$ cat src/hw/bpu_settings.svh
/*
  Sizing for the branch prediction unit.
  Addresses are word aligned, so the index starts at PC bit 2.
  BPU_BANKS must stay equal to 2**BPU_HIST_BITS, one bank per history value.
  BPU_TAG_BITS and BPU_ENTRIES are derived and should not be edited alone.
*/
`ifndef BPU_SETTINGS_SVH
`define BPU_SETTINGS_SVH

// instruction address width
`define BPU_PC_BITS 32

// pc bits used to index a bank, taken from bit 2 upward
`define BPU_INDEX_BITS 6

// entries per bank
`define BPU_ENTRIES (1 << `BPU_INDEX_BITS)

// remaining upper pc bits form the tag
`define BPU_TAG_BITS (`BPU_PC_BITS - `BPU_INDEX_BITS - 2)

// global history of conditional outcomes
`define BPU_HIST_BITS 2

// one bank for every history pattern
`define BPU_BANKS (1 << `BPU_HIST_BITS)

`endif

$ cat src/hw/bpuPkg.sv
/*
  Types shared by the prediction unit.
  Widths follow the sizing macros; change those, not the typedefs.
  Branch type codes are the ones the execute stage reports on resolve.
  counterT is the per-entry 2-bit saturating counter.
*/
`include "bpu_settings.svh"

package bpuPkg;

    // instruction address
    typedef logic [`BPU_PC_BITS-1:0] addrT;

    // bank row select
    typedef logic [`BPU_INDEX_BITS-1:0] indexT;

    // pc bits above the index
    typedef logic [`BPU_TAG_BITS-1:0] tagT;

    // bit 0 holds the newest outcome
    typedef logic [`BPU_HIST_BITS-1:0] histT;

    // branch type as reported by decode / execute
    typedef logic [1:0] brTypeT;

    // not a branch, or nothing learned yet
    localparam brTypeT BR_NONE = 2'd0;
    // conditional, direction from the counter
    localparam brTypeT BR_IMME = 2'd1;
    // call, always taken
    localparam brTypeT BR_CALL = 2'd2;
    // return, always taken to the stored target
    localparam brTypeT BR_RETN = 2'd3;

    // saturating counter, high bit means predict taken
    typedef enum logic [1:0] {
        sNotTaken = 2'd0,
        wNotTaken = 2'd1,
        wTaken    = 2'd2,
        sTaken    = 2'd3
    } counterT;

endpackage

$ cat src/hw/bhtUpdate.sv
/*
  Resolve-side write path of the predictor.
  One resolve per cycle at most; there is no queue or back-pressure.
  resolveHit, resolveCount and resolveHistory must be the values the
  predictor gave for this branch, or the wrong bank and counter get written.
  The history only moves on resolved conditional branches.
*/
`timescale 1ns/1ps
`include "bpu_settings.svh"

module bhtUpdate import bpuPkg::*; (
    input  logic                   clk,
    input  logic                   rstN,
    input  logic                   resolveValid,
    input  addrT                   resolvePc,
    input  addrT                   resolveTarget,
    input  brTypeT                 resolveType,
    input  logic                   resolveTaken,
    input  logic                   resolveHit,
    input  counterT                resolveCount,
    input  histT                   resolveHistory,
    output logic [`BPU_BANKS-1:0]  bankWe,
    output indexT                  wrIndex,
    output tagT                    wrTag,
    output addrT                   wrTarget,
    output brTypeT                 wrType,
    output counterT                wrCount,
    output histT                   history
);

    // entry fields come straight from the resolved branch
    assign wrIndex  = resolvePc[`BPU_INDEX_BITS+1:2];
    assign wrTag    = resolvePc[`BPU_PC_BITS-1:`BPU_INDEX_BITS+2];
    assign wrTarget = resolveTarget;
    assign wrType   = resolveType;

    // counter next state
    always_comb begin
        if (!resolveHit) begin
            // fresh entry starts weak toward the outcome
            wrCount = resolveTaken ? wTaken : wNotTaken;
        end else begin
            unique case (resolveCount)
                sNotTaken: wrCount = resolveTaken ? wNotTaken : sNotTaken;
                wNotTaken: wrCount = resolveTaken ? wTaken    : sNotTaken;
                wTaken:    wrCount = resolveTaken ? sTaken    : wNotTaken;
                sTaken:    wrCount = resolveTaken ? sTaken    : wTaken;
                default:   wrCount = resolveTaken ? wTaken    : wNotTaken;
            endcase
        end
    end

    // write goes back to the bank the prediction was read from
    always_comb begin
        bankWe = '0;
        if (resolveValid) begin
            bankWe[resolveHistory] = 1'b1;
        end
    end

    // global history, newest outcome shifts in at bit 0
    always_ff @(posedge clk) begin
        if (!rstN) begin
            history <= '0;
        end else if (resolveValid && resolveType == BR_IMME) begin
            history <= {history[`BPU_HIST_BITS-2:0], resolveTaken};
        end
    end

endmodule

$ cat config.mk
export PLATFORM = sky130hd
export DESIGN_NAME = bhtUpdate
export DESIGN_NICKNAME = d
export VERILOG_FILES = /design/src/hw/bpuPkg.sv /design/src/hw/bhtUpdate.sv
export VERILOG_INCLUDE_DIRS = /design/src /design/src/hw
export SDC_FILE = /design/constraint.sdc
export NUM_CORES = 1
export LEC_CHECK = 0
export ABC_CLOCK_PERIOD_IN_PS = 1100
export BUFFER_PORTS_ARGS = -buffer_cell sky130_fd_sc_hd__buf_2
export CAP_MARGIN = 15
export CORE_AREA = 2 2 56 58
export CTS_CLUSTER_DIAMETER = 30
export DETAILED_ROUTE_END_ITERATION = 10
export DIE_AREA = 0 0 58 60
export GPL_ROUTABILITY_DRIVEN = 0
export PLACE_DENSITY = 0.85
export SYNTH_ARGS = -nofsm -noshare
export SYNTH_HDL_FRONTEND = slang
export SYNTH_SLANG_ARGS = --single-unit
$ cat constraint.sdc
create_clock -name clk -period 1.1 [get_ports clk]
set_clock_uncertainty 0.05 [all_clocks]
set_input_delay 0.11 -clock clk [delete_from_list [all_inputs] [get_ports clk]]
set_output_delay 0.11 -clock clk [all_outputs]
set_load 0.03 [all_outputs]
Word-level counts from Yosys, hierarchy flattened
Cells that the tools add are included.
{"block": "word_totals", "word_cells": 20, "output_inout_bits": 72, "register_bits": 2, "input_bits": 75}
{"block": "op_classes", "n_mux": 10, "n_lt_le_gt_ge": 2, "n_reduce_logical": 3, "n_eq_ne": 4}
{"op": "two-way mux 2 bit", "n": 4}
{"op": "one-hot mux 2 bit (4 select lines)", "n": 1}
{"op": "equality test 2 x 1 -> 1 bit, second input constant", "n": 2}
{"op": "equality test 2 bit, second input constant", "n": 2}
{"op": "two-way mux 4 bit", "n": 1}
{"op": "less-than comparator 2 x 3 -> 1 bit, second input constant", "n": 1}
{"op": "two-way mux 1 bit", "n": 3}
{"op": "demux 1 bit (select 2 bit)", "n": 1}
{"op": "greater-or-equal comparator 2 x 1 -> 1 bit, second input constant", "n": 1}
{"op": "logical AND 1 bit", "n": 2}
{"op": "zero test 2 bit", "n": 1}

Logic depth before layout (Yosys ltp)
{"block": "logic_depth", "word_depth": 5, "mapped_depth": 3, "depth_no_buf": 3}

Worst setup path before layout
OpenSTA, ideal clock, no wires.
{"block": "synth_path", "kind": "input to output", "from": "in resolveHistory[0]", "to": "out bankWe[0]", "n_path_buf": 0, "required_time_ps": 940, "t_arrival_ps": 846, "slack_ps": 94, "stages": 1, "path_cell_list": "nor3b_1"}
{"block": "synth_via", "elab_chain_len": 5, "word_cells_on_any_way": 6, "classes_between": "2 x order compare; 3 x mux; 1 x reduce/logical"}
{"element": "start, declared", "line_no": "bhtUpdate.sv:21", "rtl": "input histT resolveHistory,"}
{"element": "less-than comparator 2 x 3 -> 1 bit (not written as such) / greater-or-equal comparator 2 x 1 -> 1 bit (equally long branches)", "line_no": "bhtUpdate.sv:57", "rtl": "bankWe[resolveHistory] = 1'b1;"}
{"element": "logical AND 1 bit (not written as such)", "line_no": "bhtUpdate.sv:57"}
{"element": "two-way mux 1 bit (not written as such)", "line_no": "bhtUpdate.sv:57"}
{"element": "demux 1 bit (select 2 bit) *", "line_no": "bhtUpdate.sv:57"}
{"element": "two-way mux 4 bit *", "line_no": "bhtUpdate.sv:56", "rtl": "if (resolveValid) begin"}
{"element": "end, declared", "line_no": "bhtUpdate.sv:22", "rtl": "output logic [`BPU_BANKS-1:0] bankWe,"}
Every way passes the cells marked *; elsewhere a longest branch is shown, timed or not.

Worst setup path after layout
{"block": "layout_path", "from": "reg history[0]", "to": "out history[0]"}
{"element": "start, declared", "line_no": "bhtUpdate.sv:28", "rtl": "output histT history"}
{"element": "start signal, assigned", "line_no": "bhtUpdate.sv:66", "rtl": "history <= {history[`BPU_HIST_BITS-2:0], resolveTaken};"}
No word-level cell between the ends.

==> summary.txt <==
Critical path
  • Crit path cell chain: buf_2
  • Buffers & Inverters on Critical Path: 1
  • Worst setup EP type: primary output
  • Crit path launch type: register
  • CP max stage delay: roughly 0.34 ns
  • Flop-to-flop setup slack: around 0.48 ns
  • Reg2reg start: history[0]
  • Worst path required time: between 0.9 and 1 ns
  • Critical-path top delay cell: dfxtp_1
  • Family with the most delay on the worst path: flip-flops
  • Critical R2R Capture: history[1]
  • R2R depth: 2
  • Maximum fanout along the worst path: 3
  • Critical path type: reg -> out
  • Crit path arrival time: between 0.7 and 0.8 ns

Yosys
  • Syn Area/Cell: about 7.3 sq um
  • Top cell type's share of synthesized area: between 70% and 80%
  • Unique masters post-synth: 14
  • Post-Syn Area: approximately 630 sq um
  • Post-Syn Instances: 86
  • Largest area contributor in the netlist: buf_4
  • Synth Register Bits: 2
  • Synth area leaders: buf_4 76%, dfxtp_1 6.4%, o21ai_0 2.4%
  • Synth warn: 0
  • Register area share after synthesis: 6.36%
  • Synthesized net count: about 160

Pwr
  • P per Cell Area: around 1100 mW/mm^2
  • Leakage: between 0.15 and 0.2 nW
  • VDD IR max: about 0.00024 V

Layout
  • Non-Filler Instances: 78
  • Fin nets: ~120
  • Most frequent cells in the layout: 20 x buf_2, 3 x o21ai_0, 3 x nand2_1, 3 x clkbuf_4
  • N_diodes: 0
  • Area Overhead vs Synth: -50.3%
  • Max reg flops: 2
  • Most common cell after layout, fill and taps aside: buf_2
  • Share of layout cells above drive strength 1: 53.3%
  • Top reg by flops: history
  • Top Registers: history: 2 flops

Global routing
  • Gr ovfl total: 0
  • Vias in the first global route: approximately 280
  • First-pass GRT wire length: roughly 1300 um
  • Initial antenna violation count: 0
  • Largest net degree at the start of global routing: 6
  • GRT Total Usage: ~5.5%

Floorplan
  • Number of top-level pins: about 150
  • Die height: around 60 um
  • Initial Utilization: between 20% and 30%
  • Die W: a little under 60 um
  • Core area: ~0.0029 sq mm
  • Die Area: about 0.0035 sq mm
  • Cell Rows: 20

Clocking
  • Clk slew on worst S/H paths: roughly 0.03 ns
  • PostCTS Resize Cnt: 0
  • Hold-fix buffers, CTS: 0
  • Post-CTS setup buffers: 0
  • Total CTS buffers: 3
  • CTS sink cnt: 2
  • Clk Latency, worst-skew pair: about 0.22 ns
  • Root Buffer: clkbuf_4
  • CTS tree: built
  • H-tree depth: 1
  • Clock tree buffer depth: 2

Timing
  • Final setup viols: 0
  • Fin. Hold Viols: 0
  • Peak Freq: 1080 MHz
  • TNS Setup: 0 ns
  • Tcrit/Tclk final: ~84%
  • Max-slew headroom: between 80% and 90%
  • Final min period: 0.928 ns
  • RSZ-0062 raised after global routing: false
  • Slew at the pin with the worst max-slew slack: about 0.18 ns
  • Slew Limit Fails: 0

Routing
  • WL final: around 1100 um
  • DR pass1 iterations: 2
  • Vias per inst: ~4.1
  • WL/cell: 13.9 um
  • Antenna Nets Post-Route: 0
  • Initial DRC Count: 9
  • Residual DRC: 0
  • Routed vias: roughly 320

Worst hold path
  • Worst hold path type: in -> reg
  • Hold Crit Endpoint: history[0]
  • Hold path depth: 3
  • Hold_sp: rstN

Status
  • Outcome: finished, final reports clean

Placement
  • Dpl hpwl: between 900 and 1000 um
  • Placed cells: 75
  • Port-buffer cells: 20

Run
  • Max capacitance violation total: 0
[worst max path at each step]
stage,depth (start not counted),slack [ns],startpoint,endpoint
CTS,1,0.16,history[0],history[0]
floorplan,1,0.09,resolveHistory[0],bankWe[0]
detailed placement,5,0.22,resolveCount[0],wrCount[0]
global placement,5,0.23,resolveCount[0],wrCount[0]
global route,1,0.13,history[0],history[0]
finish,1,0.17,history[0],history[0]
[layer usage]
layer | track usage [%] | routed length, um
met5 | 0 | 0
met1 | 2.45 | 236
met3 | 4.55 | 247
met4 | 11.6 | 153
met2 | 7.47 | 443
[report_power, final]
| group | total (mW) | internal, mW | leakage [nW] | switching, mW |
|---|---|---|---|---|
| registers | 0.0757 | 0.0747 | 0.0162 | 0.00105 |
| logic | 0.102 | 0.0350 | 0.135 | 0.0671 |
| clock network | 0.155 | 0.120 | 0.0138 | 0.0351 |
| total | 0.333 | 0.230 | 0.165 | 0.103 |
[stage by stage]
step | setup slack (ns) | instance area [sq um] | power (mW) | util [%] | hold slack, ns
3_3_place_gp | 0.233 | 290 | 0.178 | 10.0 | 0.170
6_report | 0.172 | 313 | 0.333 | 10.8 | 0.121
4_1_cts | 0.160 | 313 | 0.344 | 10.8 | 0.117
5_1_grt | 0.126 | 313 | 0.364 | 10.8 | 0.120
3_5_place_dp | 0.222 | 290 | 0.181 | 10.0 | 0.170
2_1_floorplan | 0.0937 | 629 | 0.560 | - | 0.193
[cell usage after synthesis (all sizes together)]
library cell	count
nand3b	1
nor2	1
a211oi	1
nor3b	1
inv	2
o21ai	5
and3b	1
nand2	3
and3	1
buf	64
dfxtp	2
a21oi	2
nand3	2
[kinds of logic (layout without fill, tap and decap cells)]
group                  count (synthesis)  after routing  share of synthesized area, %
buffers and inverters                 66             25                          77.5
and+or+nand+nor                       10             10                          9.34
AOI/OAI and AO/OA                      8              8                          6.76
DFF                                    2              2                          6.36
[cell type report]
cell class	instances	area [sq um]
fillers	349	2590
multi-input cells	18	101
well taps	33	41.3
flip-flops and latches	2	40.0
inverters	2	7.51
repair buffers	20	100
clock buffers	3	22.5
(Power assumes the default switching activity.)
