==> src/hw/bpu_settings.svh <==
/*
  Sizing for the branch prediction unit.
  Addresses are word aligned, so the index starts at PC bit 2.
  BPU_BANKS must stay equal to 2**BPU_HIST_BITS, one bank per history value.
  BPU_TAG_BITS and BPU_ENTRIES are derived and should not be edited alone.
*/
`ifndef BPU_SETTINGS_SVH
`define BPU_SETTINGS_SVH

// instruction address width
`define BPU_PC_BITS 32

// pc bits used to index a bank, taken from bit 2 upward
`define BPU_INDEX_BITS 6

// entries per bank
`define BPU_ENTRIES (1 << `BPU_INDEX_BITS)

// remaining upper pc bits form the tag
`define BPU_TAG_BITS (`BPU_PC_BITS - `BPU_INDEX_BITS - 2)

// global history of conditional outcomes
`define BPU_HIST_BITS 2

// one bank for every history pattern
`define BPU_BANKS (1 << `BPU_HIST_BITS)

`endif

==> src/hw/bpuPkg.sv <==
/*
  Types shared by the prediction unit.
  Widths follow the sizing macros; change those, not the typedefs.
  Branch type codes are the ones the execute stage reports on resolve.
  counterT is the per-entry 2-bit saturating counter.
*/
`include "bpu_settings.svh"

package bpuPkg;

    // instruction address
    typedef logic [`BPU_PC_BITS-1:0] addrT;

    // bank row select
    typedef logic [`BPU_INDEX_BITS-1:0] indexT;

    // pc bits above the index
    typedef logic [`BPU_TAG_BITS-1:0] tagT;

    // bit 0 holds the newest outcome
    typedef logic [`BPU_HIST_BITS-1:0] histT;

    // branch type as reported by decode / execute
    typedef logic [1:0] brTypeT;

    // not a branch, or nothing learned yet
    localparam brTypeT BR_NONE = 2'd0;
    // conditional, direction from the counter
    localparam brTypeT BR_IMME = 2'd1;
    // call, always taken
    localparam brTypeT BR_CALL = 2'd2;
    // return, always taken to the stored target
    localparam brTypeT BR_RETN = 2'd3;

    // saturating counter, high bit means predict taken
    typedef enum logic [1:0] {
        sNotTaken = 2'd0,
        wNotTaken = 2'd1,
        wTaken    = 2'd2,
        sTaken    = 2'd3
    } counterT;

endpackage

==> src/hw/branchPredictor.sv <==
/*
  Fetch-side read path and stage register.
  Bank is chosen by the history at the moment fetchWr loads the register.
  Outputs are combinational from the register and hold while fetchWr is low.
  flush wins over fetchWr. Returns predict the stored target, no RAS.
  A miss reports count sNotTaken and type BR_NONE.
*/
`timescale 1ns/1ps
`include "bpu_settings.svh"

module branchPredictor import bpuPkg::*; (
    input  logic     clk,
    input  logic     rstN,
    input  addrT     fetchPc,
    input  logic     fetchWr,
    input  logic     flush,
    input  histT     history,
    input  logic     bankValid  [`BPU_BANKS],
    input  tagT      bankTag    [`BPU_BANKS],
    input  addrT     bankTarget [`BPU_BANKS],
    input  brTypeT   bankType   [`BPU_BANKS],
    input  counterT  bankCount  [`BPU_BANKS],
    output indexT    readIndex,
    output addrT     predTarget,
    output logic     predTaken,
    output logic     predValid,
    output logic     predHit,
    output brTypeT   predType,
    output counterT  predCount,
    output histT     predHistory
);

    // fetch address split
    tagT  fetchTag;
    addrT fetchPcPlus8;

    // stage register
    logic    stValid;
    logic    stEntryValid;
    tagT     stTag;
    tagT     stPcTag;
    addrT    stTarget;
    addrT    stPcPlus8;
    brTypeT  stType;
    counterT stCount;
    histT    stHist;

    assign readIndex    = fetchPc[`BPU_INDEX_BITS+1:2];
    assign fetchTag     = fetchPc[`BPU_PC_BITS-1:`BPU_INDEX_BITS+2];
    // fall-through skips the delay slot
    assign fetchPcPlus8 = fetchPc + `BPU_PC_BITS'(8);

    always_ff @(posedge clk) begin
        if (!rstN || flush) begin
            stValid      <= 1'b0;
            stEntryValid <= 1'b0;
            stTag        <= '0;
            stPcTag      <= '0;
            stTarget     <= '0;
            stPcPlus8    <= '0;
            stType       <= BR_NONE;
            stCount      <= sNotTaken;
            stHist       <= '0;
        end else if (fetchWr) begin
            // taken now means fetch is redirected, next slot is dead
            stValid      <= ~predTaken;
            stEntryValid <= bankValid[history];
            stTag        <= bankTag[history];
            stPcTag      <= fetchTag;
            stTarget     <= bankTarget[history];
            stPcPlus8    <= fetchPcPlus8;
            stType       <= bankType[history];
            stCount      <= bankCount[history];
            stHist       <= history;
        end
    end

    assign predHit     = stEntryValid && (stTag == stPcTag);
    assign predValid   = stValid;
    assign predHistory = stHist;
    assign predType    = predHit ? stType : BR_NONE;
    assign predCount   = predHit ? stCount : sNotTaken;

    // direction and target
    always_comb begin
        predTaken  = 1'b0;
        predTarget = stPcPlus8;
        if (predHit) begin
            unique case (stType)
                BR_CALL, BR_RETN: begin
                    predTaken  = 1'b1;
                    predTarget = stTarget;
                end
                BR_IMME: begin
                    // counter msb is the direction
                    if (stCount[1]) begin
                        predTaken  = 1'b1;
                        predTarget = stTarget;
                    end
                end
                default: begin
                    predTaken  = 1'b0;
                    predTarget = stPcPlus8;
                end
            endcase
        end
    end

endmodule

==> config.mk <==
export PLATFORM = sky130hd
export DESIGN_NAME = branchPredictor
export DESIGN_NICKNAME = d
export VERILOG_FILES = /design/src/hw/bpuPkg.sv /design/src/hw/branchPredictor.sv
export VERILOG_INCLUDE_DIRS = /design/src /design/src/hw
export SDC_FILE = /design/constraint.sdc
export NUM_CORES = 1
export LEC_CHECK = 0
export ABC_AREA = 1
export BUFFER_PORTS_ARGS = -buffer_cell sky130_fd_sc_hd__buf_2
export CORE_AREA = 3 3 175 109
export CTS_CLUSTER_DIAMETER = 60
export CTS_CLUSTER_SIZE = 24
export DETAILED_ROUTE_END_ITERATION = 8
export DIE_AREA = 0 0 178 112
export HOLD_SLACK_MARGIN = 0.05
export PLACE_DENSITY = 0.78
export SLEW_MARGIN = 20
export SYNTH_ARGS = -nofsm -noshare
export SYNTH_HDL_FRONTEND = slang
export SYNTH_SLANG_ARGS = --single-unit
export TNS_END_PERCENT = 5
==> constraint.sdc <==
create_clock -name clk -period 1.92 [get_ports clk]
set_clock_uncertainty 0.05 [all_clocks]
set_input_delay 0.096 -clock clk [delete_from_list [all_inputs] [get_ports clk]]
set_output_delay 0.096 -clock clk [all_outputs]
set_load 0.05 [all_outputs]
## Word-level counts from Yosys, hierarchy flattened

Index checks and enable logic that the tools add are counted.

| storage, ports and cells | value |
|---|---|
| flip-flop bits (word level) | 120 |
| latch bits | 0 |
| bits in writable memories | 0 |
| bits in read-only memories | 0 |
| bits of input ports | 282 |
| output and inout bits | 47 |
| word-level logic and storage cells | 44 |
| memories kept | 0 |

| operators by class | value |
|---|---|
| add/sub/neg operators | 1 |
| multiply operators | 0 |
| div/mod/pow operators | 0 |
| magnitude comparators | 1 |
| eq/ne operators | 4 |
| shifts and indexed selects | 0 |
| mux-type cells | 23 |
| bitwise operators | 2 |
| reductions and logical operators | 4 |

Operators by type and width:

| operator | number |
|---|---|
| 2-to-1 mux 32 bit | 4 |
| binary-select mux 32 bit (select 2 bit) | 1 |
| case mux 32 bit (2 select lines) | 1 |
| binary-select mux 24 bit (select 2 bit) | 1 |
| 2-to-1 mux 24 bit | 2 |
| adder 32 x 4 -> 32 bit, second input constant | 1 |
| == test 24 bit | 1 |
| 2-to-1 mux 2 bit | 6 |
| binary-select mux 2 bit (select 2 bit) | 2 |
| == test 2 bit, second input constant | 2 |
| 2-to-1 mux 1 bit | 4 |
| greater-or-equal comparator 3 bit, second input constant | 1 |
| NOT 2 -> 3 bit | 1 |
| binary-select mux 1 bit (select 2 bit) | 1 |
| == test 2 x 1 -> 1 bit, second input constant | 1 |
| case mux 1 bit (2 select lines) | 1 |
| OR reduction 2 bit | 1 |
| logical AND 1 bit | 1 |
| logical NOT 1 bit | 1 |
| logical OR 1 bit | 1 |
| NOT 1 bit | 1 |

## Depth between registers and ports, before layout

| logic depth | value |
|---|---|
| depth after elaboration | 5 |
| gate-level depth with buffers | 11 |
| gate-level depth less buffers | 11 |

## Worst setup path before layout

OpenSTA, ideal clock, no wires.

| timing | value |
|---|---|
| kind | register to output |
| start point | register stEntryValid |
| end point | output port predCount[0] |
| arrival time | 2.440 ns |
| required time | 1.774 ns |
| setup slack | -0.666 ns |
| cell stages (with the launch flop) | 10 |
| path buffers | 1 |
| cell sequence | dfxtp_1 > buf_2 > inv_2 > a21oi_1 > nand2_1 > nor2_1 > nand3_1 > nor2_1 > inv_1 > nor2_1 |

| between the ends | value |
|---|---|
| longest elaborated chain between the ends | 2 |

RTL lines:

| item | RTL line | text |
|---|---|---|
| start: declaration | branchPredictor.sv:39 | `logic stEntryValid;` |
| start signal: assignment | branchPredictor.sv:67 | `stEntryValid <= bankValid[history];` |
| logical AND 1 bit | branchPredictor.sv:78 | `assign predHit = stEntryValid && (stTag == stPcTag);` |
| via predHit | branchPredictor.sv:27 | `output logic predHit,` |
| 2-to-1 mux 2 bit | branchPredictor.sv:82 | `assign predCount = predHit ? stCount : sNotTaken;` |
| end: declaration | branchPredictor.sv:29 | `output counterT predCount,` |

The timed path passes the listed nets, and every way through them passes these cells.

## Final worst setup path

| timing | value |
|---|---|
| start point | register stPcTag[15] |
| end point | output port predTarget[31] |

| between the ends | value |
|---|---|
| longest elaborated chain between the ends | 3 |

RTL lines:

| item | RTL line | text |
|---|---|---|
| start: declaration | branchPredictor.sv:41 | `tagT stPcTag;` |
| start signal: assignment | branchPredictor.sv:69 | `stPcTag <= fetchTag;` |
| == test 24 bit | branchPredictor.sv:78 |  |
| logical AND 1 bit | branchPredictor.sv:78 |  |
| 2-to-1 mux 32 bit | branchPredictor.sv:88 | `if (predHit) begin` |
| end: declaration | branchPredictor.sv:24 | `output addrT predTarget,` |

No other way between the ends.

==> flow_metrics.tcl <==
set metrics [dict create \
    syn_area_per_cell_um2 5.85 \
    routed_via_density 5.55 \
    slew_headroom_pct 60.8 \
    p_leak_nw 6.07 \
    cpMaxStageDelayCell "dfxtp_1" \
    syn_nets 1800 \
    layout_commonest_cell "buf_2" \
    worstHoldStart "bankTarget[74]" \
    vias 11700 \
    critical_path.max_fanout 21 \
    ys_ff_latch 120 \
    synth_xor_xnor_area_share_pct 1.68 \
    path_common_cell "nand2_1" \
    htree_levels 4 \
    gp_congestion 0.994 \
    synthAdderAreaFrac_pct 0.141 \
    core_area_um2 17700 \
    drt_iter0_markers 1467 \
    clk_path_buf_depth 2 \
    fp.dieW_um 178 \
    slew_violations 0 \
    hold_depth 5 \
    track_usage_pct 34.8 \
    path_class "register to output pin" \
    worst_ir_drop_vdd_v 0.000633 \
    grt_max_degree 123 \
    final_nets 2139 \
    ff_latch_area_um2 2410 \
    met2_wirelength_mm 15.7 \
    mostFrequentLayoutCells "buf_2, nand2_1, inv_1" \
    worst_slack_ps -441 \
    layout-drive-gt1-share_pct 25.0 \
    totalWireLength_mm 36.5 \
    wl_met1_mm 16.2 \
    timing.final.crit_period_ps 2360 \
    yosys-mux-area-fraction_pct 0 \
    status "finished with violations" \
    insertion_delay_ps 420 \
    cts_tree "done" \
    area_growth_pct 40.8 \
    yosys_warnings 0 \
    required_ps 1770 \
    synth-edff-count 0 \
    worst_slew_pin_slew_ps 588 \
    holdWs_ps 56.2 \
    cts_root_buffer "clkbuf_16" \
    hold_path_class "input pin to register" \
    crit_arrival_ps 2220 \
    rows 38 \
    failed_checks "setup timing" \
    initial_core_util_pct 50.1 \
    cap_violations 0 \
    async_reset_ff_share_pct 0 \
    ys_types 33 \
    grt_pass1_wl_mm 55.0 \
    grt_pass1_vias 10400 \
    rrSetupSlack_ps 480 \
    cp-end-kind "output pin" \
    r2r-end "predValid" \
    crit_chain "inv_1 > nand2_1 > nand2_2 > nand2_1 > nor2_1 > nand2_1 > nor2_4 > buf_4 > buf_12 > nand4_1 > nand2_2 > buf_6" \
    die_h_um 112 \
    final-setup-viol-count 37 \
    synth_top_flop_cell "dfxtp_1" \
    top_layer "met5" \
    fillers 1528 \
    pre_cts_ws_ps -43.7 \
    clkSlewWorstSetupHoldPaths_ps 60 \
    synth_top_family_by_area "compound AO/OA/AOI/OAI gates" \
    firstDrtPassIters 6 \
    place_hpwl_mm 26.4 \
    n_antenna_cell 0 \
    met3_wirelength_mm 3.84 \
    port_buffers 328 \
    wl_per_cell_um 17.3 \
    final_hold_viol_count 0 \
    worstSetupStartpointType "register" \
    antenna_found_initial 4 \
    drcViolationCount 0 \
    ys_seq_area_share_pct 27.0 \
    multi_input_comb_area_um2 5220 \
    fin_crit_sh_pct 123 \
    tns_ps -14320 \
    io-pin-count 329 \
    syn-cell-area_um2 8880 \
    drtAntennaViolNets 0 \
    die_area_um2 19900 \
    synth_compound_area_share_pct 28.7 \
    clock.fmax_mhz 424 \
    power_density_nw_per_um2 671 \
    cts_sinks 120 \
    max_stage_delay_ps 310 \
    grt_setup_unrepaired "yes" \
    reg2reg_depth 12 \
    grt_overflow 0 \
    numCtsBuffers 17 \
    synth_cells 1517 \
    whs_endpoint "stTarget[10]" \
    synth-simple-area-share_pct 26.8 \
    timing.rr.start "stPcTag[13]" \
]
## timing repair
item,CTS,global route
pin swaps,1,18
hold endpoints to repair,51,0
setup buffers,0,3
hold buffers,61,0
endpoints found under the setup margin,38,42
cloned,0,2
resized for setup,44,62
## per-stage QoR
stage / cells / total power, mW / utilization, % / instance area, um2
after floorplan: 1517 / 3.76 / - / 8930
after global placement: 2011 / 4.46 / 61.1 / 10800
after detailed placement: 2011 / 4.49 / 61.1 / 10800
after CTS: 2103 / 8.31 / 69.0 / 12200
after global routing: 2108 / 8.70 / 70.5 / 12500
final: 2108 / 8.40 / 70.5 / 12500
## critical path, delay by kind of cell (launching register included)
kind / cells / cell delay (ps)
AND/OR/NAND/NOR: 8 / 940
buffers and inverters: 4 / 540
flip-flops: 1 / 310
## flip-flops by register name, summed over array words and instances (netlist names)
name / count
stTag: 24
predHistory: 2
stTarget: 32
stCount: 2
stType: 2
stPcPlus8: 32
stEntryValid: 1
stPcTag: 24
predValid: 1
## cells by family (layout without fill, tap and decap cells)
| family | Yosys count | after routing |
|---|---|---|
| AND/OR/NAND/NOR | 571 | 571 |
| AO/OA/AOI/OAI | 469 | 469 |
| buffers and inverters | 339 | 690 |
| flip-flops | 120 | 120 |
| XOR/XNOR | 17 | 17 |
| adder cells (fa/ha/maj) | 1 | 1 |
## worst max path at each step
stage / start / endpoint / depth (start not counted)
2_1_floorplan: stEntryValid / predCount[0] / 9
3_3_place_gp: stPcTag[13] / predTarget[31] / 10
3_5_place_dp: stPcTag[13] / predTarget[31] / 10
4_1_cts: stTag[3] / predTarget[24] / 11
5_1_grt: stPcTag[13] / predTarget[7] / 11
6_report: stPcTag[15] / predTarget[31] / 12
## layer usage
metal / vias to the layer above / GRT usage (%)
li1: 5654 / -
met5: - / 0
met3: 75 / 7.77
met2: 660 / 52.6
met4: 8 / 8.31
met1: 5299 / 50.4
## Yosys cell counts (6+ instances only)
master	n	area, um2
o22ai_1	61	382
buf_2	27	135
nor2_1	189	709
clkbuf_1	62	233
buf_4	14	105
o221ai_1	32	280
inv_2	8	30.0
o21ai_1	78	390
o21ai_0	177	886
xnor2_1	6	52.6
a21oi_1	119	596
inv_1	218	818
xor2_1	11	96.3
nor2_2	6	37.5
nand3_1	18	90.1
nand4_1	43	269
nand2_1	295	1110
dfxtp_1	120	2400
## power by group
part / total, mW / switching (mW) / internal (mW)
combinational: 2.00 / 1.21 / 0.795
sequential: 2.67 / 0.0718 / 2.60
clock: 3.72 / 1.28 / 2.44
## final cells by class
| class | instances | area share, % |
|---|---|---|
| clock inverter | 14 | 1.98 |
| tap | 240 | 2.40 |
| inverter | 227 | 6.84 |
| clock buffer | 17 | 3.40 |
| timing repair buffer | 432 | 24.4 |
| sequential | 120 | 19.3 |
| multi-input combinational | 1058 | 41.7 |
Note: power is estimated with default switching activity, not from simulation.
